===== src/hdl/cache_pkg.sv =====
package cache_pkg;

  ////////////////////////////////////////////////////////////
  // Address geometry
  ////////////////////////////////////////////////////////////

  // Byte address width of a request
  localparam int addr_w = 48;

  // A 64-byte block leaves 6 offset bits below the block address
  localparam int offset_w = 6;

  // Width of the block address, which is the byte address with the offset dropped
  localparam int block_w = addr_w - offset_w;

  typedef logic [block_w-1:0] block_addr_t;

  ////////////////////////////////////////////////////////////
  // Statistics counters
  ////////////////////////////////////////////////////////////

  // All counters wrap at this width
  localparam int count_w = 16;

  typedef logic [count_w-1:0] count_t;

  ////////////////////////////////////////////////////////////
  // Replacement policy
  ////////////////////////////////////////////////////////////

  typedef logic policy_t;

  // FIFO keeps a set untouched on a hit, LRU promotes the hit way
  localparam policy_t policy_fifo = 1'b0;
  localparam policy_t policy_lru = 1'b1;

  // Default L1 geometry of 8 sets by 4 ways (2 KiB)
  localparam int l1_sets_default = 8;
  localparam int l1_ways_default = 4;

  // Default L2 geometry of 16 sets by 8 ways (8 KiB)
  localparam int l2_sets_default = 16;
  localparam int l2_ways_default = 8;

endpackage


===== src/hdl/cache_stats.sv =====
`timescale 1ns/100ps

// Per-level access, hit, miss and write counters
module cache_stats (
  input  logic              clk,
  input  logic              reset,
  input  logic              l1_event,
  input  logic              l2_event,
  input  logic              write_event,
  input  logic              l1_hit,
  input  logic              l2_hit,
  output cache_pkg::count_t l1_accesses,
  output cache_pkg::count_t l1_hits,
  output cache_pkg::count_t l1_misses,
  output cache_pkg::count_t l1_writes,
  output cache_pkg::count_t l2_accesses,
  output cache_pkg::count_t l2_hits,
  output cache_pkg::count_t l2_misses,
  output cache_pkg::count_t l2_writes
);

  // Counters wrap naturally at count_w
  always_ff @(posedge clk) begin
    if (reset) begin
      l1_accesses <= '0;
      l1_hits     <= '0;
      l1_misses   <= '0;
      l1_writes   <= '0;
      l2_accesses <= '0;
      l2_hits     <= '0;
      l2_misses   <= '0;
      l2_writes   <= '0;
    end else begin
      // Every L1 access is either a hit or a miss
      if (l1_event) begin
        l1_accesses <= l1_accesses + 1'b1;
        if (l1_hit) begin
          l1_hits <= l1_hits + 1'b1;
        end else begin
          l1_misses <= l1_misses + 1'b1;
        end
      end
      // L2 only sees the accesses that missed L1
      if (l2_event) begin
        l2_accesses <= l2_accesses + 1'b1;
        if (l2_hit) begin
          l2_hits <= l2_hits + 1'b1;
        end else begin
          l2_misses <= l2_misses + 1'b1;
        end
      end
      // A write goes through to both levels whatever the hit outcome
      if (write_event) begin
        l1_writes <= l1_writes + 1'b1;
        l2_writes <= l2_writes + 1'b1;
      end
    end
  end

endmodule


===== config.mk =====
export PLATFORM = sky130hd
export DESIGN_NAME = cache_stats
export DESIGN_NICKNAME = d
export VERILOG_FILES = /design/src/hdl/cache_pkg.sv /design/src/hdl/cache_stats.sv
export SDC_FILE = /design/constraint.sdc
export NUM_CORES = 1
export LEC_CHECK = 0
export BUFFER_PORTS_ARGS = -buffer_cell sky130_fd_sc_hd__buf_2
export CORE_MARGIN = 8
export CORE_UTILIZATION = 44
export CTS_BUF_LIST = sky130_fd_sc_hd__clkbuf_8
export CTS_CLUSTER_SIZE = 14
export DETAILED_ROUTE_END_ITERATION = 8
export PLACE_DENSITY = 0.68
export SLEW_MARGIN = 10
export SYNTH_ARGS = -nofsm -noshare
export SYNTH_HDL_FRONTEND = slang
export SYNTH_SLANG_ARGS = --single-unit

===== constraint.sdc =====
create_clock -name clk -period 2.25 [get_ports clk]
set_clock_uncertainty 0.2 [all_clocks]
set_input_delay 0.45 -clock clk [delete_from_list [all_inputs] [get_ports clk]]
set_output_delay 0.45 -clock clk [all_outputs]
set_load 0.005 [all_outputs]

# --- Word level (Yosys, flattened, before mapping) ---
# Cells that the tools add are included.
word_totals:
  ff_bits: 128
  in_bits: 7
  out_inout_bits: 128
op_classes:
  bitwise_logic: 2
  add_sub_neg: 8
  n_reduce_logical: 4
op_table:
  columns: ["operator", "n"]
  rows:
  - ["16-bit by 1-bit adder with 16-bit output (second input constant)", 8]
  - ["2-bit AND reduction", 4]
  - ["1-bit inverter", 2]

# --- Logic depth before layout (Yosys ltp) ---
logic_depth:
  depth_word: 2
  depth_mapped: 6

# --- Worst setup path before layout ---
# Ideal clock, no wire load.
synth_path:
  path_kind: "input to register"
  start: "input l2_hit"
  end: "register l2_hits[13]"
  setup_slack_ns: 0.277
  t_arrival_ns: 1.703
  cell_stages: 5
  path_buffers: 1
  t_required_ns: 1.980
  setup_ns: 0.070
  cell_sequence: "buf_2 > nand3_1 > or3_1 > or4_1 > a21oi_1"
synth_via:
  elab_chain_len: 1
synth_rtl:
  columns: ["element", "line", "rtl"]
  rows:
  - ["start: declaration", "cache_stats.sv:11", "input logic l2_hit,"]
  - ["2-bit AND reduction (no line)", null, null]
  - ["end signal: assignment", "cache_stats.sv:47", "l2_hits <= l2_hits + 1'b1;"]
  - ["end: declaration", "cache_stats.sv:17", "output cache_pkg::count_t l2_hits,"]
# No other way between the ends.
# A chain may end at the register's enable or synchronous reset.

# --- Worst setup path after layout ---
layout_path:
  start: "register l1_misses[5]"
  end: "register l1_misses[11]"
layout_via:
  elab_chain_len: 1
layout_rtl:
  columns: ["element", "line", "rtl"]
  rows:
  - ["start: declaration", "cache_stats.sv:14", "output cache_pkg::count_t l1_misses,"]
  - ["start signal: assignment", "cache_stats.sv:40", "l1_misses <= l1_misses + 1'b1;"]
  - ["16-bit by 1-bit adder with 16-bit output", "cache_stats.sv:40", null]
# No other way between the ends.

==> impl_metrics.env <==
export IMPL_dieArea_um2=16600
export IMPL_drive_above_1_share=0.228
export IMPL_highest_layer="met4"
export IMPL_grt_pass1_vias=4779
export IMPL_cpMaxStageDelayCell="or4_1"
export IMPL_endpoint_kind="flip-flop"
export IMPL_postRouteAntennaNets=0
export IMPL_synth_common_cells="128 x dfxtp_1, 107 x nor2_1, 65 x xnor2_1"
export IMPL_wl_met3_um=803
export IMPL_slowest_delay_ps=600
export IMPL_cts_max_level=4
export IMPL_syn_inst=652
export IMPL_drt_initial_drc_count=302
export IMPL_rsz0062_at_grt="false"
export IMPL_met2_length_um=6860
export IMPL_nNetsFinal=811
export IMPL_grt_max_degree=62
export IMPL_whs_ps=161
export IMPL_critical_path_top_delay_family="simple AND/OR/NAND/NOR gates"
export IMPL_die_x_um=129
export IMPL_cts_tree="done"
export IMPL_final_util=0.551
export IMPL_path_buf_inv=0
export IMPL_grt_pass1_wl_um=22800
export IMPL_synth_area_leaders="dfxtp_1 46%, xnor2_1 10%, nor2_1 7.2%"
export IMPL_fmax_ghz=0.501
export IMPL_worstSetupPathType="reg -> reg"
export IMPL_powerDensity_nw_per_um2=616
export IMPL_hold_class="in -> reg"
export IMPL_cts_hold_buf=0
export IMPL_post_dp_hpwl_um=10100
export IMPL_gp_congestion=0.820
export IMPL_crit_path_start_kind="flip-flop"
export IMPL_r2r_start="l1_misses[5]"
export IMPL_root_buffer="clkbuf_8"
export IMPL_rows=41
export IMPL_total_power_mw=4.25
export IMPL_clkSlewWorstSetupHoldPaths_ps=70
export IMPL_fin_crit_ps=2000
export IMPL_synth_most_common_cell="dfxtp_1"
export IMPL_core_um2=12500
export IMPL_cts_buffers=17
export IMPL_cts_setup_buffers=0
export IMPL_setup_viol=0
export IMPL_async_flop_share=0
export IMPL_ys_flop_type="dfxtp_1"
export IMPL_critical_path_required_ps=2400
export IMPL_ys_seq_area_frac=0.457
export IMPL_worst_pin_slew_ps=459
export IMPL_leakage_nw=2.71
export IMPL_hold_start="reset"
export IMPL_vias=5065
export IMPL_vias_per_cell=5.17
export IMPL_wl_um=13700
export IMPL_synth_cell_type_count=36
export IMPL_synth_top_cell_area_share=0.457
export IMPL_slew_viol_final=0
export IMPL_synthesis_nets=667
export IMPL_maxCapViolCount=0
export IMPL_outcome="finished clean"
export IMPL_finalHoldViolCount=0
export IMPL_ir_worst_vdd_uv=295
export IMPL_placed_area_um2=6540
export IMPL_ios=135
export IMPL_crit_chain="nand4_1 > or4_1 > or3_1 > a21oi_1"
export IMPL_ys_ff_latch=128
export IMPL_clock_sink_count=128
export IMPL_n_antenna_cell=0
export IMPL_startpoint="l1_misses[5]"
export IMPL_fin_area_um2=6890
export IMPL_rrSetupSlack_ps=250
export IMPL_synthesis_area_um2=5610
export IMPL_dr_pass1_iters=4
export IMPL_start_util=0.448
export IMPL_cp_max_fo=8
export IMPL_die_h_um=129
export IMPL_remaining_drc_errors=0
export IMPL_fin_setup_tns_ps=0
export IMPL_antenna_found_initial=0
export IMPL_finalCritPeriodShare=0.887
export IMPL_crit_arrival_ps=2150
export IMPL_synth_edf_count=0
export IMPL_yosys_warnings=0
export IMPL_slew_headroom=0.693
export IMPL_wl_met1_um=5800
export IMPL_grt_overflow=0
export IMPL_clk_latency_ps=430
export IMPL_synth_area_per_cell_um2=8.60
export IMPL_ctsResizeCount=0
export IMPL_clk_path_buf_depth=2
export IMPL_area_growth_syn_to_layout_pct=22.9
export IMPL_yosysTopAreaCell="dfxtp_1"
export IMPL_routedWlPerCell_um=14.0
export IMPL_grtUsageTotal=0.168
export IMPL_portBuffers=134
per-layer routing:
metal | GRT usage | up-vias
li1 | - | 2551
met1 | 0.194 | 2383
met2 | 0.276 | 110
met3 | 0.0513 | 21
met4 | 0.0802 | 0
met5 | 0 | -
final timing paths:
path                         end  cells after the start
setup / recovery   l1_misses[11]                      4
hold / removal    l1_accesses[0]                      2
setup reg to reg   l1_misses[11]                      4
hold reg to reg      l2_hits[15]                      2
cell usage in the layout, fill, tap and decap left out, drive strengths merged, types with 3 or more instances in the layout:
master,instances
dfxtp,128
nand3b,3
a21oi,26
buf,150
ha,8
nand3,28
nand4,38
nor2,107
clkbuf,20
mux2i,6
xnor2,65
xor2,30
inv,21
and4,3
o21ai,20
or3,24
nand2,45
clkinv,6
or4,4
nor3,28
nor2b,3
nor4,31
cell families after synthesis:
kind of cell / count (synthesis) / synth area share
and+or+nand+nor: 322 / 0.288
DFF: 128 / 0.457
xor gates and xnor gates: 95 / 0.148
AOI/OAI and AO/OA: 50 / 0.0468
buffers and inverters: 42 / 0.0290
adders and majority gates: 8 / 0.0178
muxes: 7 / 0.0127
power breakdown:
part / internal [mW] / switching (mW)
registers: 2.29 / 0.0345
logic: 0.0685 / 0.0953
clock network: 0.926 / 0.835
through the flow:
stage	setup WS (ps)	instances
2_1_floorplan	277	652
3_3_place_gp	143	949
3_5_place_dp	69.7	949
4_1_cts	244	980
5_1_grt	151	980
6_report	254	980
state kept, by name, summed over array words and instances, names as in the netlist:
name and count:
l1_accesses 16, l1_hits 16, l1_misses 16, l1_writes 16
l2_accesses 16, l2_hits 16, l2_misses 16, l2_writes 16
final cells by class:
cell class / count / area, um2
clock buffer: 20 / 275
clock inverter: 11 / 75.1
fill: 1213 / 5620
inverter: 17 / 63.8
multi-input combinational: 482 / 2880
sequential: 128 / 2560
tap: 172 / 215
timing repair buffer: 150 / 818
No activity file was read; power rests on OpenSTA's default activity.
