**src/hdl/cache_pkg.sv**
```systemverilog
package cache_pkg;

  ////////////////////////////////////////////////////////////
  // Address geometry
  ////////////////////////////////////////////////////////////

  // Byte address width of a request
  localparam int addr_w = 48;

  // A 64-byte block leaves 6 offset bits below the block address
  localparam int offset_w = 6;

  // Width of the block address, which is the byte address with the offset dropped
  localparam int block_w = addr_w - offset_w;

  typedef logic [block_w-1:0] block_addr_t;

  ////////////////////////////////////////////////////////////
  // Statistics counters
  ////////////////////////////////////////////////////////////

  // All counters wrap at this width
  localparam int count_w = 16;

  typedef logic [count_w-1:0] count_t;

  ////////////////////////////////////////////////////////////
  // Replacement policy
  ////////////////////////////////////////////////////////////

  typedef logic policy_t;

  // FIFO keeps a set untouched on a hit, LRU promotes the hit way
  localparam policy_t policy_fifo = 1'b0;
  localparam policy_t policy_lru = 1'b1;

  // Default L1 geometry of 8 sets by 4 ways (2 KiB)
  localparam int l1_sets_default = 8;
  localparam int l1_ways_default = 4;

  // Default L2 geometry of 16 sets by 8 ways (8 KiB)
  localparam int l2_sets_default = 16;
  localparam int l2_ways_default = 8;

endpackage

```
**src/hdl/cache_level.sv**
```systemverilog
`timescale 1ns/100ps

// Tag store of one set-associative cache level
module cache_level #(
  parameter int num_sets = cache_pkg::l1_sets_default,
  parameter int num_ways = cache_pkg::l1_ways_default
) (
  input  logic                   clk,
  input  logic                   reset,
  input  cache_pkg::policy_t     policy,
  input  cache_pkg::block_addr_t block_addr,
  input  logic                   lookup,
  input  logic                   update,
  output logic                   hit
);

  // The set count is a power of two, so the index is a plain bit slice
  localparam int set_w = $clog2(num_sets);
  // A single way still needs one bit to hold its index
  localparam int way_w = (num_ways > 1) ? $clog2(num_ways) : 1;
  localparam int tag_w = cache_pkg::block_w - set_w;

  // Way 0 is always the newest (FIFO) or most recently used (LRU) entry
  logic [tag_w-1:0]    tag_mem [num_sets][num_ways];
  logic [num_ways-1:0] valid_q [num_sets];

  logic [set_w-1:0] set_idx;
  logic [tag_w-1:0] tag_in;

  logic             match_any;
  logic [way_w-1:0] match_way;

  logic             hit_q;
  logic [way_w-1:0] hit_way_q;

  // Set when the update edge has to rewrite the indexed set
  logic             shift_en;
  // Deepest way that takes part in the shift
  logic [way_w-1:0] last_way;

  ////////////////////////////////////////////////////////////
  // Address split and tag compare
  ////////////////////////////////////////////////////////////

  // Low bits of the block address pick the set, the rest is the tag
  assign set_idx = block_addr[set_w-1:0];
  assign tag_in  = block_addr[cache_pkg::block_w-1:set_w];

  // A tag sits in at most one way of a set, so the match order does not matter
  always_comb begin
    match_any = 1'b0;
    match_way = '0;
    for (int w = 0; w < num_ways; w++) begin
      if (valid_q[set_idx][w] && (tag_mem[set_idx][w] == tag_in)) begin
        match_any = 1'b1;
        match_way = way_w'(w);
      end
    end
  end

  // Hit flag and hit way are captured on the lookup edge
  always_ff @(posedge clk) begin
    if (reset) begin
      hit_q <= 1'b0;
    end else if (lookup) begin
      hit_q <= match_any;
    end
  end

  always_ff @(posedge clk) begin
    if (lookup) begin
      hit_way_q <= match_way;
    end
  end

  assign hit = hit_q;

  ////////////////////////////////////////////////////////////
  // Replacement update
  ////////////////////////////////////////////////////////////

  // A miss always inserts, an LRU hit promotes, a FIFO hit leaves the set alone
  assign shift_en = update && (!hit_q || (policy == cache_pkg::policy_lru));

  // On a miss the whole set shifts and the last way falls off the end
  // On an LRU hit only the ways in front of the hit way move down
  assign last_way = hit_q ? hit_way_q : way_w'(num_ways - 1);

  // Tag storage carries no reset, the valid bits guard it
  always_ff @(posedge clk) begin
    if (shift_en) begin
      for (int w = 1; w < num_ways; w++) begin
        if (w <= int'(last_way)) begin
          tag_mem[set_idx][w] <= tag_mem[set_idx][w-1];
        end
      end
      // The accessed tag always ends up in front
      tag_mem[set_idx][0] <= tag_in;
    end
  end

  // Valid bits travel with their tags so the valid ways stay a prefix of the set
  always_ff @(posedge clk) begin
    if (reset) begin
      for (int s = 0; s < num_sets; s++) begin
        valid_q[s] <= '0;
      end
    end else if (shift_en) begin
      for (int w = 1; w < num_ways; w++) begin
        if (w <= int'(last_way)) begin
          valid_q[set_idx][w] <= valid_q[set_idx][w-1];
        end
      end
      valid_q[set_idx][0] <= 1'b1;
    end
  end

endmodule

```
**config.mk**
```make
export PLATFORM = sky130hd
export DESIGN_NAME = cache_level
export DESIGN_NICKNAME = d
export VERILOG_FILES = /design/src/hdl/cache_pkg.sv /design/src/hdl/cache_level.sv
export SDC_FILE = /design/constraint.sdc
export NUM_CORES = 1
export LEC_CHECK = 0
export BUFFER_PORTS_ARGS = -buffer_cell sky130_fd_sc_hd__buf_2
export CORE_AREA = 2 2 223 390
export DETAILED_ROUTE_END_ITERATION = 8
export DIE_AREA = 0 0 225 392
export GPL_TIMING_DRIVEN = 1
export PLACE_DENSITY = 0.75
export SYNTH_ARGS = -nofsm -noshare
export SYNTH_HDL_FRONTEND = slang
export SYNTH_SLANG_ARGS = --single-unit
export TNS_END_PERCENT = 50
```
**constraint.sdc**
```tcl
create_clock -name clk -period 12.2 [get_ports clk]
set_clock_uncertainty 0.15 [all_clocks]
set_input_delay 2.44 -clock clk [delete_from_list [all_inputs] [get_ports clk]]
set_output_delay 2.44 -clock clk [all_outputs]
set_load 0.03 [all_outputs]
```
# ---- After elaboration in Yosys (flattened, before gate mapping)
# Memories as Yosys holds them, arrays and structs flattened.
# Cells that the tools add are included.
dict set report word_totals {
  register_bits 3
  ram_bits 1280
  out_inout_bits 1
  n_memories 2
}
dict set report classes {
  order_cmp 3
  eq_ne 4
  n_mux 31
  n_reduce_logical 9
}
# name words width read_ports rd_ports_with_merged_regs wr line_no
set mem_list {}
lappend mem_list {tag_mem 8 156 1 0 1 cache_level.sv:24} ;# logic [tag_w-1:0] tag_mem [num_sets][num_ways];
lappend mem_list {valid_q 8 4 1 0 8 cache_level.sv:25} ;# logic [num_ways-1:0] valid_q [num_sets];
# cell count
set ops {}
lappend ops {{== test 39 bit} 4}
lappend ops {{two-way mux 1 bit} 27}
lappend ops {{two-way mux 4 bit} 2}
lappend ops {{logical AND 1 bit} 5}
lappend ops {{less-or-equal comparator 2 bit, first input constant} 2}
lappend ops {{OR reduction 4 bit} 1}
lappend ops {{two-way mux 3 bit} 1}
lappend ops {{less-or-equal comparator 1 x 2 -> 1 bit, first input constant} 1}
lappend ops {{two-way mux 2 bit} 1}
lappend ops {{OR reduction 2 bit} 1}
lappend ops {{logical NOT 1 bit} 1}
lappend ops {{logical OR 1 bit} 1}

# ---- Depth between registers and ports, before layout
dict set report logic_depth {
  ltp_word 8
  mapped_depth 16
}

# ---- Worst setup path after synthesis
# Ideal clock, no wire load.
dict set report synth_timing {
  path_type {input to register}
  start {input port block_addr[2]}
  end {memory valid_q[2][3] (netlist name), enable pin}
  setup_ns 0.298
  t_arrival_ns 9.117
  setup_slack_ns 2.636
  path_stages 11
  cell_sequence {buf_4 > buf_4 > buf_4 > buf_4 > buf_4 > buf_2 > clkbuf_1 > nor3_1 > nand2_1 > nor2_1 > or2_2}
}
# element line_no
set synth_lines {}
lappend synth_lines {{from (decl)} cache_level.sv:11} ;# input cache_pkg::block_addr_t block_addr,
lappend synth_lines {{to (decl)} cache_level.sv:25}

# ---- Final worst setup path
dict set report layout_timing {
  start {input port block_addr[2]}
  end {register hit_way_q[0], data pin}
}
dict set report layout_via {
  elab_chain_cells 5
}
# element line_no
set layout_lines {}
lappend layout_lines {{memory read (8 x 156 bit)} --}
lappend layout_lines {{== test 39 bit} cache_level.sv:54} ;# if (valid_q[set_idx][w] && (tag_mem[set_idx][w] == tag_in)) begin
lappend layout_lines {{logical AND 1 bit} cache_level.sv:54}
lappend layout_lines {{two-way mux 1 bit (2 in series)} cache_level.sv:54}
lappend layout_lines {{to (signal assigned)} cache_level.sv:72} ;# hit_way_q <= match_way;
lappend layout_lines {{to (decl)} cache_level.sv:34} ;# logic [way_w-1:0] hit_way_q;
# Parallel ways exist; a longest one is shown, timed or not.
# A chain may end at the register's enable or synchronous reset.

==> impl_metrics.env <==
export IMPL_p_leak_uw=0.0183
export IMPL_crit_type="in -> reg"
export IMPL_min_path_type="reg -> reg"
export IMPL_drt_iter0_drc=3594
export IMPL_antenna_found_initial=6
export IMPL_initial_utilization_pct=59.7
export IMPL_rr_startpoint="tag_mem[2][66]$_DFFE_PP_"
export IMPL_cts_max_level=3
export IMPL_clock_root_buffer="clkbuf_16"
export IMPL_path_clk_slew_ns=0.07
export IMPL_cp_start_kind="input pin"
export IMPL_gr_usage_all_layers_pct=33.0
export IMPL_finalPower_uw=9020
export IMPL_synth_seq_cells=1283
export IMPL_fmax_mhz=138
export IMPL_fillers=5459
export IMPL_fin_util_pct=65.5
export IMPL_synth_nets=2807
export IMPL_cts_resized=0
export IMPL_cts_num_sinks=1283
export IMPL_drive_gt1_share_pct=19.4
export IMPL_ys_warn_count=0
export IMPL_synth_edf_count=1274
export IMPL_wirelength_um=143000
export IMPL_route_detailed_drc=0
export IMPL_ant_nets=0
export IMPL_clk_path_buf_depth=3
export IMPL_drt_pass1_iterations=9
export IMPL_cts_setup_buffers=0
export IMPL_r2r_end="hit_way_q[0]$_SDFFCE_PP1P_"
export IMPL_cts_made_buffers=101
export IMPL_end_kind="register"
export IMPL_yosysMostFrequentCell="edfxtp_1"
export IMPL_setup_viol=0
export IMPL_outcome="completed"
export IMPL_avgSynthCellArea_sq_um=18.4
export IMPL_period_share_pct=59.5
export IMPL_reg2reg_setup_slack_ns=8.02
export IMPL_period_minus_slack_ns=7.26
export IMPL_grt_pass1_wl_um=201000
export IMPL_final_nets=2893
export IMPL_worstPathArrival_ns=7.59
export IMPL_min_delay_path_depth=2
export IMPL_vias_per_cell=6.99
export IMPL_p_per_area_mw_per_mm2=162
export IMPL_tightest_slew_ns=1.37
export IMPL_syn_area_sq_mm=0.0508
export IMPL_postCtsHoldBufs=0
export IMPL_num_vias=28000
export IMPL_routedWlPerCell_um=35.8
export IMPL_portBuffers=47
export IMPL_synth_top_family_by_area="multiplexers"
export IMPL_rr_worst_depth=8
export IMPL_core_sq_mm=0.0851
export IMPL_cap_viol_max_count=0
export IMPL_synthTopCellsByArea="edfxtp_1 75%, mux4_2 4.9%, mux2i_1 3.8%, mux2_2 2.4%, a221oi_1 1.4%"
export IMPL_grt_max_degree=141
export IMPL_die_y_um=392
export IMPL_seq_area_frac_synth_pct=75.7
export IMPL_rsz0062_at_grt="false"
export IMPL_gp_congestion=0.948
export IMPL_yosys_most_used_dff="edfxtp_1"
export IMPL_final_hold_violation_count=0
export IMPL_final_max_slew_viol_count=0
export IMPL_ys_types=64
export IMPL_overflow=0
export IMPL_hp_start="valid_q[6][0]$_DFF_P_"
export IMPL_synth_adder_area_share_pct=0
export IMPL_insertion_delay_ns=0.71
export IMPL_synth_top_area_share_pct=75.3
export IMPL_grt_pass1_vias=28000
export IMPL_hold_path_endpoint="valid_q[6][0]$_DFF_P_"
export IMPL_hpwl_um=85800
export IMPL_irDropWorstVdd_v=0.000156
export IMPL_crit_fanout=57
export IMPL_fp_dieW_um=225
export IMPL_synth_simple_area_share_pct=3.38
export IMPL_crit_required_ns=12.53
export IMPL_dieArea_sq_mm=0.0882
export IMPL_synth_area_mux_share_pct=11.2
export IMPL_rows=142
export IMPL_synth_top_cells_by_count="1274 x edfxtp_1, 191 x mux2i_1, 116 x nor2_1, 112 x nand2_1, 111 x mux4_2"
export IMPL_slew_headroom_pct=7.51
export IMPL_synth_compound_area_share_pct=5.35
export IMPL_pin_count=48
export IMPL_synth_top_area_cell="edfxtp_1"
export IMPL_synthXorXnorAreaFrac_pct=2.50
export IMPL_area_growth_syn_to_layout_pct=9.76
export IMPL_tns_ns=0
export IMPL_synthCells=2760
export IMPL_synth_async_sr_flop_share_pct=0
export IMPL_cts_tree="yes"
layout make-up:
| type | instances | area (sq um) | share of cell area (%) |
|---|---|---|---|
| Multi-Input combinational cell | 1290 | 11600 | 20.8 |
| Clock buffer | 133 | 2740 | 4.92 |
| Antenna cell | 2 | 5.00 | 0.00898 |
| Tap cell | 1080 | 1350 | 2.42 |
| Clock inverter | 47 | 494 | 0.887 |
| Timing Repair Buffer | 137 | 975 | 1.75 |
| Sequential cell | 1283 | 38400 | 69.0 |
| Inverter | 33 | 126 | 0.227 |
layer usage:
layer	GRT usage, %	wire length (um)	up-vias
met4	24.1	12100	4
met1	39.1	45800	14200
met2	54.2	70700	2025
met5	0	25	-
li1	-	-	11300
met3	6.06	14700	521
layout by cell type, fill, tap and decap left out, drive strengths merged, types with 10 or more instances in the layout:
| cell | Yosys | final |
|---|---|---|
| xnor2 | 82 | 82 |
| mux2 | 111 | 111 |
| nor3 | 16 | 16 |
| nand4 | 14 | 14 |
| o22ai | 42 | 42 |
| bufinv | 0 | 10 |
| a21oi | 42 | 42 |
| o21ai | 44 | 44 |
| a22oi | 66 | 66 |
| o2bb2ai | 11 | 11 |
| clkbuf | 49 | 134 |
| inv | 32 | 34 |
| xor2 | 63 | 63 |
| a22o | 10 | 10 |
| a221o | 18 | 18 |
| nand2b | 11 | 11 |
| nor4 | 29 | 29 |
| mux4 | 112 | 112 |
| mux2i | 191 | 191 |
| or2 | 20 | 20 |
| buf | 105 | 136 |
| a221oi | 83 | 83 |
| o221ai | 12 | 12 |
| nor2 | 116 | 116 |
| nand2 | 112 | 112 |
| clkinv | 1 | 34 |
| edfxtp | 1274 | 1274 |
critical path, cell delays in order:
cell	delay, ns
buf_8	0.39
buf_4	0.77
buf_4	0.69
nor2b_2	0.30
buf_4	0.31
a22oi_1	0.24
o221ai_1	0.36
xor2_1	0.25
nor4_1	0.75
nand4_1	0.19
or4_1	0.58
a21o_1	0.19
stage by stage:
| stage | setup slack [ns] | cells | hold WS (ns) | area [sq um] |
|---|---|---|---|---|
| after floorplan | 2.64 | 2760 | 0.285 | 50800 |
| after global placement | 4.39 | 3821 | 0.295 | 52500 |
| after detailed placement | 4.42 | 3822 | 0.309 | 52500 |
| after CTS | 5.11 | 4002 | 0.324 | 55700 |
| after global routing | 4.88 | 4003 | 0.346 | 55700 |
| final | 4.94 | 4005 | 0.328 | 55700 |
how the worst max path moves through the flow:
stage / startpoint / endpoint / slack (ns) / depth (start not counted)
6_report: block_addr[2] / hit_way_q[0]$_SDFFCE_PP1P_ / 4.94 / 12
4_1_cts: block_addr[2] / hit_way_q[0]$_SDFFCE_PP1P_ / 5.11 / 12
5_1_grt: block_addr[2] / hit_way_q[0]$_SDFFCE_PP1P_ / 4.88 / 11
3_3_place_gp: block_addr[2] / hit_way_q[0]$_SDFFCE_PP1P_ / 4.39 / 11
3_5_place_dp: block_addr[2] / hit_way_q[0]$_SDFFCE_PP1P_ / 4.42 / 12
2_1_floorplan: block_addr[2] / valid_q[2][3]$_DFFE_PP_ / 2.64 / 11
sequential cells by signal, summed over array words and instances, names as in the netlist:
name	flops
tag_mem	1248
valid_q	32
hit_way_q	2
hit	1
cells by family (layout without fill, tap and decap cells):
kind of cell	Yosys count	after routing
DFF	1283	1283
buffers and inverters	187	350
other	0	2
AOI/OAI and AO/OA	367	367
and+or+nand+nor	364	364
muxes	414	414
xor gates and xnor gates	145	145
power breakdown:
part	switching, uW	internal [uW]
clock network	1480	1790
logic	518	204
registers	23.5	4990
No activity file was read; power rests on OpenSTA's default activity.
