### config.mk
export PLATFORM = sky130hd
export DESIGN_NAME = cache_controller
export DESIGN_NICKNAME = d
export VERILOG_FILES = /design/src/hdl/cache_pkg.sv /design/src/hdl/cache_controller.sv
export SDC_FILE = /design/constraint.sdc
export NUM_CORES = 1
export LEC_CHECK = 0
export BUFFER_PORTS_ARGS = -buffer_cell sky130_fd_sc_hd__buf_2
export CAP_MARGIN = 20
export CORE_UTILIZATION = 39
export DETAILED_ROUTE_END_ITERATION = 6
export MAX_ROUTING_LAYER = met4
export PLACE_DENSITY = 0.71
export SLEW_MARGIN = 20
export SYNTH_ARGS = -nofsm -noshare
export SYNTH_HDL_FRONTEND = slang
export SYNTH_SLANG_ARGS = --single-unit
### constraint.sdc
create_clock -name clk -period 2.6 [get_ports clk]
set_clock_uncertainty 0.2 [all_clocks]
set_input_delay 0.26 -clock clk [delete_from_list [all_inputs] [get_ports clk]]
set_output_delay 0.26 -clock clk [all_outputs]
set_load 0.05 [all_outputs]
### src/hdl/cache_pkg.sv
package cache_pkg;

  ////////////////////////////////////////////////////////////
  // Address geometry
  ////////////////////////////////////////////////////////////

  // Byte address width of a request
  localparam int addr_w = 48;

  // A 64-byte block leaves 6 offset bits below the block address
  localparam int offset_w = 6;

  // Width of the block address, which is the byte address with the offset dropped
  localparam int block_w = addr_w - offset_w;

  typedef logic [block_w-1:0] block_addr_t;

  ////////////////////////////////////////////////////////////
  // Statistics counters
  ////////////////////////////////////////////////////////////

  // All counters wrap at this width
  localparam int count_w = 16;

  typedef logic [count_w-1:0] count_t;

  ////////////////////////////////////////////////////////////
  // Replacement policy
  ////////////////////////////////////////////////////////////

  typedef logic policy_t;

  // FIFO keeps a set untouched on a hit, LRU promotes the hit way
  localparam policy_t policy_fifo = 1'b0;
  localparam policy_t policy_lru = 1'b1;

  // Default L1 geometry of 8 sets by 4 ways (2 KiB)
  localparam int l1_sets_default = 8;
  localparam int l1_ways_default = 4;

  // Default L2 geometry of 16 sets by 8 ways (8 KiB)
  localparam int l2_sets_default = 16;
  localparam int l2_ways_default = 8;

endpackage

### src/hdl/cache_controller.sv
`timescale 1ns/100ps

// Blocking access sequencer, one request in flight at a time
module cache_controller (
  input  logic                          clk,
  input  logic                          reset,
  input  logic                          req_valid,
  input  logic                          req_write,
  input  logic [cache_pkg::addr_w-1:0]  req_addr,
  output logic                          req_ready,
  output logic                          resp_valid,
  output logic                          resp_l1_hit,
  output logic                          resp_l2_hit,
  input  logic                          resp_ready,
  output cache_pkg::block_addr_t        block_addr,
  output logic                          l1_lookup,
  output logic                          l1_update,
  output logic                          l2_lookup,
  output logic                          l2_update,
  input  logic                          l1_hit,
  input  logic                          l2_hit,
  output logic                          l1_event,
  output logic                          l2_event,
  output logic                          write_event
);

  typedef enum logic [2:0] {
    st_idle,
    st_l1_lookup,
    st_l1_update,
    st_l2_lookup,
    st_l2_update,
    st_respond
  } state_t;

  state_t state_q;

  // Registered handshake outputs
  logic ready_q;
  logic resp_valid_q;
  logic l1_hit_q;
  logic l2_hit_q;

  // Request held for the whole access
  cache_pkg::block_addr_t block_q;
  logic                   write_q;

  logic accept;

  // ready_q is only ever high in idle, so it alone qualifies the transfer
  assign accept = ready_q && req_valid;

  ////////////////////////////////////////////////////////////
  // FSM
  ////////////////////////////////////////////////////////////

  always_ff @(posedge clk) begin
    if (reset) begin
      state_q      <= st_idle;
      ready_q      <= 1'b0;
      resp_valid_q <= 1'b0;
      l1_hit_q     <= 1'b0;
      l2_hit_q     <= 1'b0;
    end else begin
      case (state_q)
        st_idle: begin
          // Comes up one cycle after reset, drops on the accepting edge
          ready_q <= !accept;
          if (accept) begin
            l1_hit_q <= 1'b0;
            l2_hit_q <= 1'b0;
            state_q  <= st_l1_lookup;
          end
        end
        st_l1_lookup: begin
          state_q <= st_l1_update;
        end
        st_l1_update: begin
          // L2 is only visited when L1 misses
          l1_hit_q <= l1_hit;
          state_q  <= l1_hit ? st_respond : st_l2_lookup;
        end
        st_l2_lookup: begin
          state_q <= st_l2_update;
        end
        st_l2_update: begin
          l2_hit_q <= l2_hit;
          state_q  <= st_respond;
        end
        st_respond: begin
          // One edge to raise the response, then wait for the consumer
          if (!resp_valid_q) begin
            resp_valid_q <= 1'b1;
          end else if (resp_ready) begin
            resp_valid_q <= 1'b0;
            ready_q      <= 1'b1;
            state_q      <= st_idle;
          end
        end
        default: begin
          state_q <= st_idle;
        end
      endcase
    end
  end

  // Offset bits are dropped here, the levels only see block addresses
  always_ff @(posedge clk) begin
    if (accept) begin
      block_q <= req_addr[cache_pkg::addr_w-1:cache_pkg::offset_w];
      write_q <= req_write;
    end
  end

  ////////////////////////////////////////////////////////////
  // Outputs
  ////////////////////////////////////////////////////////////

  assign req_ready   = ready_q;
  assign resp_valid  = resp_valid_q;
  assign resp_l1_hit = l1_hit_q;
  assign resp_l2_hit = l2_hit_q;

  assign block_addr = block_q;

  assign l1_lookup = (state_q == st_l1_lookup);
  assign l1_update = (state_q == st_l1_update);
  assign l2_lookup = (state_q == st_l2_lookup);
  assign l2_update = (state_q == st_l2_update);

  // Statistics strobes share the update cycle, when the hit flags are valid
  assign l1_event = (state_q == st_l1_update);
  assign l2_event = (state_q == st_l2_update);

  // Write-through, so every write op is counted once, at the L1 update
  assign write_event = (state_q == st_l1_update) && write_q;

endmodule

---- After elaboration in Yosys (flattened, before gate mapping) ----
Index checks and enable logic that the tools add are counted.
word-level totals
  bits in writable memories ............... 0
  logic and storage cells ................. 39
  memories kept ........................... 0
  flip-flop bits (word level) ............. 50
  bits in latches ......................... 0
  bits in read-only memories .............. 0
operators by class
  add/sub/neg operators ................... 0
  shift operators ......................... 0
  $lt $le $gt $ge ......................... 0
  multiplexer cells ....................... 13
  reduce and logical (&&, ||, !) cells .... 11
  eq/ne operators ......................... 8
  bitwise gates (word level) .............. 0
  div/mod/pow operators ................... 0
  multipliers ............................. 0
operator list
  operator            count
  $pmux 3 s6          1
  $mux 3              4
  $eq 3x2->1 const B  2
  $eq 3x3->1 const B  2
  $ne 2x2->1 const B  3
  $pmux 1 s2          3
  $reduce_and 3->1    2
  $reduce_bool 2->1   3
  $mux 1              5
  $reduce_and 2->1    2
  $eq 3x1->1 const B  1
  $logic_not 3->1     1
  $logic_and 1x1->1   2
  $logic_not 1->1     1

---- Depth between registers and ports, before layout ----
Gate-level depths: netlist of the first run.
  word-level depth ........................ 3
  mapped depth ............................ 4
  gate-level depth less buffers ........... 3

---- Worst setup path after synthesis of the first run ----
OpenSTA, ideal clock, no wires.
  kind .................................... reg-to-output
  start ................................... register state_q[1]
  end ..................................... output l1_lookup
  required time ........................... 2.140 ns
  arrival time ............................ 1.548 ns
  setup slack ............................. 0.592 ns
  stages on the path, launching flop included .. 3
  buffers on the path ..................... 1
  cells stage by stage .................... dfxtp_1 -> buf_4 -> nor3_1
between the ends
  word-level cells in the longest chain between the ends .. 1
RTL lines
  item                    RTL line                 RTL
  start, declared         cache_controller.sv:36   state_t state_q;
  start signal, assigned  cache_controller.sv:59   state_q <= st_idle;
  start signal, assigned  cache_controller.sv:72   state_q <= st_l1_lookup;
  start signal, assigned  cache_controller.sv:76   state_q <= st_l1_update;
  $eq 3x1->1              cache_controller.sv:126  assign l1_lookup = (state_q == st_l1_lookup);
  end, declared           cache_controller.sv:16   output logic l1_lookup,
No other way between the ends.

---- Worst setup path after layout of the first run ----
  start ................................... register state_q[2]
  end ..................................... output write_event
between the ends
  word-level cells in the longest chain between the ends .. 2
RTL lines
  item               RTL line                 RTL
  $eq 3x2->1         cache_controller.sv:136  assign write_event = (state_q == st_l1_update) && write_q;
  $logic_and 1x1->1  cache_controller.sv:136
  end, declared      cache_controller.sv:24   output logic write_event
No other way between the ends.

==> load_flow_metrics.sql, run 1 <==
INSERT INTO impl_metrics (metric_group, metric, value, unit) VALUES
('drt', 'drt-wirelength-per-cell', '14.1', 'um'),
('floorplan', 'std_cell_rows', '23', ''),
('power_and_ir_drop', 'seqPwrFrac', '51.5', '%'),
('clock_tree', 'ctsHtreeMaxLevel', '2', ''),
('timing', 'slew_headroom', '62.8', '%'),
('critical_path', 'crit_family', 'simple AND/OR/NAND/NOR gates', ''),
('hold_path', 'worstHoldPathType', 'input port to flip-flop', ''),
('clock_tree', 'cts_tree', 'built', ''),
('global_routing', 'grt_max_degree', '46', ''),
('final_layout', 'layout-drive-gt1-share', '47.7', '%'),
('place', 'place.gp.congestion', '0.673', ''),
('yosys', 'synth_area_leader_cell', 'sky130_fd_sc_hd__edfxtp_1', ''),
('yosys', 'syn_nets', '145', ''),
('power_and_ir_drop', 'p_leak', '0.00118', 'uW'),
('critical_path', 'worst_path_largest_cell_delay', '0.42', 'ns'),
('floorplan', 'die_x', '68.0', 'um'),
('critical_path', 'timing.critical_path.buf_inv', '1', ''),
('power_and_ir_drop', 'p_sw', '542', 'uW'),
('yosys', 'synth-edff-count', '43', ''),
('clock_tree', 'clk_pin_slew', '0.08', 'ns'),
('clock_tree', 'cts_setup_buffers', '0', ''),
('yosys', 'postSynthRegisterBits', '50', ''),
('drt', 'wirelength', '4.06', 'mm'),
('final_layout', 'n_antenna_cell', '0', ''),
('run_status', 'outcome', 'finished, final reports clean', ''),
('critical_path', 'crit_path_max_fanout', '12', ''),
('floorplan', 'initial_utilization', '41.5', '%'),
('critical_path', 'crit_chain', 'nor2_1 -> and3_1 -> buf_2', ''),
('global_routing', 'overflow', '0', ''),
('yosys', 'yosys.cell_types.count', '23', ''),
('critical_path', 'cp_slowest_cell', 'sky130_fd_sc_hd__dfxtp_1', ''),
('yosys', 'combinational_family_with_the_most_area_after_synthesis', 'simple AND/OR/NAND/NOR gates', ''),
('final_layout', 'multiInputGateArea', '216', 'um2'),
('clock_tree', 'cts_buffer_depth', '2', ''),
('yosys', 'ys_warn_count', '0', ''),
('final_layout', 'instances_no_fill', '287', ''),
('power_and_ir_drop', 'total_power', '1890', 'uW'),
('clock_tree', 'root_buffer', 'sky130_fd_sc_hd__clkbuf_8', ''),
('power_and_ir_drop', 'combPwrFrac', '21.8', '%'),
('yosys', 'synthArstFlopShare', '0', '%'),
('timing', 'rsz0062_at_grt', 'no', ''),
('run', 'maxCapViolCount', '0', ''),
('final_layout', 'filler_cell_count', '287', ''),
('drt', 'dr_total_vias', '1326', ''),
('timing', 'fin_crit_sh', '74.0', '%'),
('final_layout', 'layout.core_utilization', '67.7', '%'),
('timing', 'hold_slack', '0.0226', 'ns'),
('floorplan', 'die_height', '68.0', 'um'),
('floorplan', 'die_area', '0.00462', 'mm2'),
('critical_path', 'required', '2.14', 'ns'),
('yosys', 'yosys-top-cells-count', '43 x sky130_fd_sc_hd__edfxtp_1, 8 x sky130_fd_sc_hd__a21oi_1, 7 x sky130_fd_sc_hd__dfxtp_1, 4 x sky130_fd_sc_hd__buf_4', ''),
('floorplan', 'io_pins', '108', ''),
('power_and_ir_drop', 'powerDensity', '682', 'mW/mm2'),
('clock_tree', 'clk_latency', '0.29', 'ns'),
('yosys', 'post-synth-top-area-fraction', '76.1', '%'),
('final_layout', 'ff_latch_area', '0.00143', 'mm2'),
('timing', 'report.final.setup_viol', '0', ''),
('timing', 'tns', '0', 'ns'),
('yosys', 'synthesized_netlist_cell_count', '90', ''),
('clock_tree', 'numCtsBuffers', '5', ''),
('timing', 'final.min_clock_period', '1.92', 'ns'),
('yosys', 'post-synth-top-count-cell', 'sky130_fd_sc_hd__edfxtp_1', ''),
('place', 'dp_hpwl', '2.47', 'mm'),
('floorplan', 'floorplan.core_area', '0.00409', 'mm2'),
('final_layout', 'area_grow_syn2layout', '63.1', '%'),
('power_and_ir_drop', 'intPower', '1340', 'uW'),
('global_routing', 'grt_pass1_vias', '1265', ''),
('yosys', 'synth_compound_area_share', '6.27', '%'),
('place', 'placedCellCount', '236', ''),
('drt', 'drt_pre_antenna_iters', '4', ''),
('global_routing', 'number_of_antenna_violations_at_the_first_check_in_global_routing', '0', '');
power by group through the flow:
stage / Sequential (uW) / Combinational [uW] / Clock, uW
floorplan: 1150 / 107 / 0
global placement: 985 / 353 / 0
detailed placement: 988 / 359 / 0
CTS: 970 / 411 / 516
global route: 979 / 435 / 540
finish: 972 / 411 / 505
path summary, 6_finish.rpt:
kind / startpoint / endpoint / slack [ns] / cells after the start
max: state_q[2] / write_event / 0.68 / 3
min: reset / state_q[2] / 0.02 / 2
max reg2reg: req_ready / req_ready / 1.00 / 3
min reg2reg: resp_l1_hit / resp_l1_hit / 0.28 / 2
layout by cell type, fill, tap and decap left out, types with 2 or more instances in the layout:
cell	Yosys	layout
sky130_fd_sc_hd__nor2_1	3	3
sky130_fd_sc_hd__dfxtp_1	7	7
sky130_fd_sc_hd__inv_1	2	2
sky130_fd_sc_hd__nor3_1	3	3
sky130_fd_sc_hd__a21oi_1	8	8
sky130_fd_sc_hd__clkbuf_8	0	5
sky130_fd_sc_hd__o31ai_1	3	3
sky130_fd_sc_hd__edfxtp_1	43	43
sky130_fd_sc_hd__nand3_1	2	2
sky130_fd_sc_hd__buf_2	0	101
sky130_fd_sc_hd__nand2_1	2	2
sky130_fd_sc_hd__dlygate4sd3_1	0	44
area by class of cell:
| class | instances | share of cell area (%) |
|---|---|---|
| Inverter | 2 | 0.271 |
| Tap cell | 50 | 2.26 |
| Clock buffer | 5 | 2.49 |
| Multi-Input combinational cell | 33 | 7.82 |
| Sequential cell | 50 | 51.7 |
| Timing Repair Buffer | 145 | 34.2 |
| Clock inverter | 2 | 1.22 |
layer usage:
metal,track usage (%),part of all wire (%),vias up
met5,-,0,-
met4,8.85,2.0,0
met3,5.00,9.6,10
met2,31.9,51,72
met1,18.0,38,612
li1,-,-,632
cells by family (layout without fill, tap and decap cells):
kind of cell           count (synthesis)  count (layout)
and+or+nand+nor                       18              18
buffers and inverters                  7             154
DFF                                   50              50
AOI/OAI and AO/OA                     15              15
state kept, by name, summed over array words and instances (netlist names):
name / flops
req_ready: 1
resp_l1_hit: 1
resp_valid: 1
state_q: 3
block_addr: 42
write_q: 1
resp_l2_hit: 1
repair_timing:
item,CTS,global route
hold endpoints to repair,44,0
hold buffers,44,0
resized for setup,0,0
stage by stage:
stage / instance area (um2) / setup WS, ns
floorplan: 1700 / 0.592
global placement: 2220 / 1.02
detailed placement: 2220 / 0.984
CTS: 2770 / 0.655
global route: 2770 / 0.554
finish: 2770 / 0.677
Note: power is estimated with default switching activity, not from simulation.
==> run 2, diff against run 1 <==
clock period = 1.84 ns   (was 2.6 ns; I/O delays follow)
==> run 2 against run 1 <==
Clock power increased by 45%. Sequential power increased by 42%. Sequential share of layout area decreased by 1.1 points. Combinational power increased by 46%. First-iteration DRC count decreased by 21%. Critical endpoint is now l2_update.
==> load_flow_metrics.sql, run 2 (synthesis results as in run 1) <==
INSERT INTO impl_metrics (metric_group, metric, value, unit) VALUES
('run_status', 'outcome', 'finished, final reports clean', ''),
('final_layout', 'filler_cell_count', '299', ''),
('drt', 'via_per_inst', '4.54', ''),
('critical_path', 'worstSetupEndpointType', 'output pin', ''),
('floorplan', 'die_area', '0.00462', 'mm2'),
('timing', 'timing_max_transition_violations_final', '0', ''),
('run', 'maxCapViolCount', '0', ''),
('drt', 'drt-wirelength-per-cell', '14.4', 'um'),
('floorplan', 'initial_utilization', '41.5', '%'),
('hold_path', 'whs_path_depth', '4', ''),
('timing', 'final-hold-violation-count', '0', ''),
('timing', 'tns', '0', 'ns'),
('clock_tree', 'numClockSinks', '50', ''),
('final_layout', 'final_cell_mix', '101 x sky130_fd_sc_hd__buf_2, 46 x sky130_fd_sc_hd__dlygate4sd3_1, 43 x sky130_fd_sc_hd__edfxtp_1', ''),
('critical_path', 'start_kind', 'flip-flop', ''),
('timing', 'slew_headroom', '81.0', '%'),
('floorplan', 'die_x', '68.0', 'um'),
('clock_tree', 'cts_buffer_depth', '2', ''),
('power_and_ir_drop', 'powerDensity', '957', 'mW/mm2'),
('global_routing', 'grt_max_degree', '30', ''),
('global_routing', 'grt_pass1_vias', '1306', ''),
('timing', 'rsz0062_at_grt', 'no', ''),
('critical_path', 'timing.critical_path.from', 'state_q[2]', ''),
('clock_tree', 'ctsHtreeMaxLevel', '2', ''),
('final_layout', 'layout-drive-gt1-share', '49.8', '%'),
('timing', 'final.min_clock_period', '1.71', 'ns'),
('place', 'dp_hpwl', '2.61', 'mm'),
('final_layout', 'n_antenna_cell', '0', ''),
('timing', 'maxClockFrequency', '586', 'MHz'),
('critical_path', 'worst_endpoint_data_arrival_time', '1.32', 'ns'),
('timing', 'report.final.setup_viol', '0', ''),
('hold_path', 'worstHoldPathType', 'input port to flip-flop', ''),
('clock_tree', 'clk_pin_slew', '0.08', 'ns'),
('clock_tree', 'numCtsBuffers', '5', ''),
('timing', 'hold_slack', '0.106', 'ns'),
('critical_path', 'required', '1.46', 'ns'),
('place', 'place.gp.congestion', '0.648', ''),
('drt', 'drc', '0', ''),
('clock_tree', 'cts_setup_buffers', '0', ''),
('place', 'io_buffers', '101', ''),
('global_routing', 'number_of_antenna_violations_at_the_first_check_in_global_routing', '0', ''),
('timing', 'fin_crit_sh', '92.8', '%'),
('power_and_ir_drop', 'total_power', '2710', 'uW'),
('drt', 'final_antenna_net_count', '0', ''),
('timing', 'final.setup.worst_slack', '0.132', 'ns'),
('clock_tree', 'root_buffer', 'sky130_fd_sc_hd__clkbuf_8', ''),
('final_layout', 'area_grow_syn2layout', '66.9', '%'),
('global_routing', 'grt_first_pass_wirelength', '5.65', 'mm'),
('global_routing', 'grt_util_all_layers', '18.3', '%'),
('critical_path', 'r2r.worst_path.cells', '2', ''),
('power_and_ir_drop', 'p_leak', '0.00120', 'uW'),
('final_layout', 'max_reg_flops', '42', ''),
('final_layout', 'mostFrequentLayoutCell', 'sky130_fd_sc_hd__buf_2', ''),
('global_routing', 'overflow', '0', ''),
('floorplan', 'std_cell_rows', '23', ''),
('drt', 'drt_pre_antenna_iters', '4', ''),
('critical_path', 'critical_path.reg2reg.startpoint', 'req_ready', ''),
('floorplan', 'die_height', '68.0', 'um'),
('clock_tree', 'cts_tree', 'built', ''),
('drt', 'wirelength', '4.20', 'mm'),
('drt', 'dr_total_vias', '1322', ''),
('place', 'dp_slack', '0.318', 'ns'),
('hold_path', 'holdCritStartpoint', 'resp_ready', ''),
('floorplan', 'io_pins', '108', ''),
('floorplan', 'floorplan.core_area', '0.00409', 'mm2'),
('critical_path', 'path_class', 'flip-flop to output pin', ''),
('clock_tree', 'clk_latency', '0.29', 'ns'),
('power_and_ir_drop', 'vdd.ir_drop.worst', '0.000574', 'V'),
('timing', 'worst_pin_slew', '0.285', 'ns'),
('final_layout', 'finish.net_count', '295', ''),
('drt', 'drt-initial-drc-count', '88', ''),
('critical_path', 'crit_path_max_fanout', '12', '');
## run 2: what timing repair did
item | 4_1_cts | 5_1_grt
hold buffers | 46 | 0
resized for setup | 1 | 3
hold endpoints to repair | 50 | 0
endpoints found under the setup margin | 3 | 6
## run 2: cell type report
cell class              count  area, um2  area share (%)
clock inverters             2       37.5            1.33
well taps                  50       62.6            2.21
flip-flops and latches     50       1440            50.7
multi-input cells          33        230            8.13
inverters                   2       7.51           0.265
clock buffers               6       72.6            2.56
repair buffers            148        986            34.8
## run 2: worst paths after layout
kind,endpoint,slack [ns]
max,l2_update,0.13
min,state_q[2],0.11
max reg2reg,block_addr[33],0.36
min reg2reg,resp_l2_hit,0.27
## run 2: metal layers
metal | wire [um] | GRT usage (%)
met3 | 373 | 5.67
met1 | 1610 | 17.5
met4 | 54 | 7.29
met2 | 2160 | 33.7
met5 | 0 | -
## run 2: power by group
part           switching, uW  internal (uW)  total [uW]
sequential              46.3           1330        1380
clock                    328            405         733
combinational            407            193         600
total                    781           1930        2710
## run 2: worst max-delay path: stages, from the launching register on
cell,delay [ns]
sky130_fd_sc_hd__dfxtp_2,0.46
sky130_fd_sc_hd__nor3b_4,0.27
sky130_fd_sc_hd__buf_2,0.30
## run 2: stage by stage
| step | std cells | instance area (um2) | utilization (%) |
|---|---|---|---|
| 4_1_cts | 291 | 2830 | 69.2 |
| 6_report | 291 | 2830 | 69.3 |
| 3_5_place_dp | 237 | 2250 | 55.2 |
| 3_3_place_gp | 237 | 2250 | 55.2 |
| 5_1_grt | 291 | 2830 | 69.3 |
| 2_1_floorplan | 90 | 1710 | - |
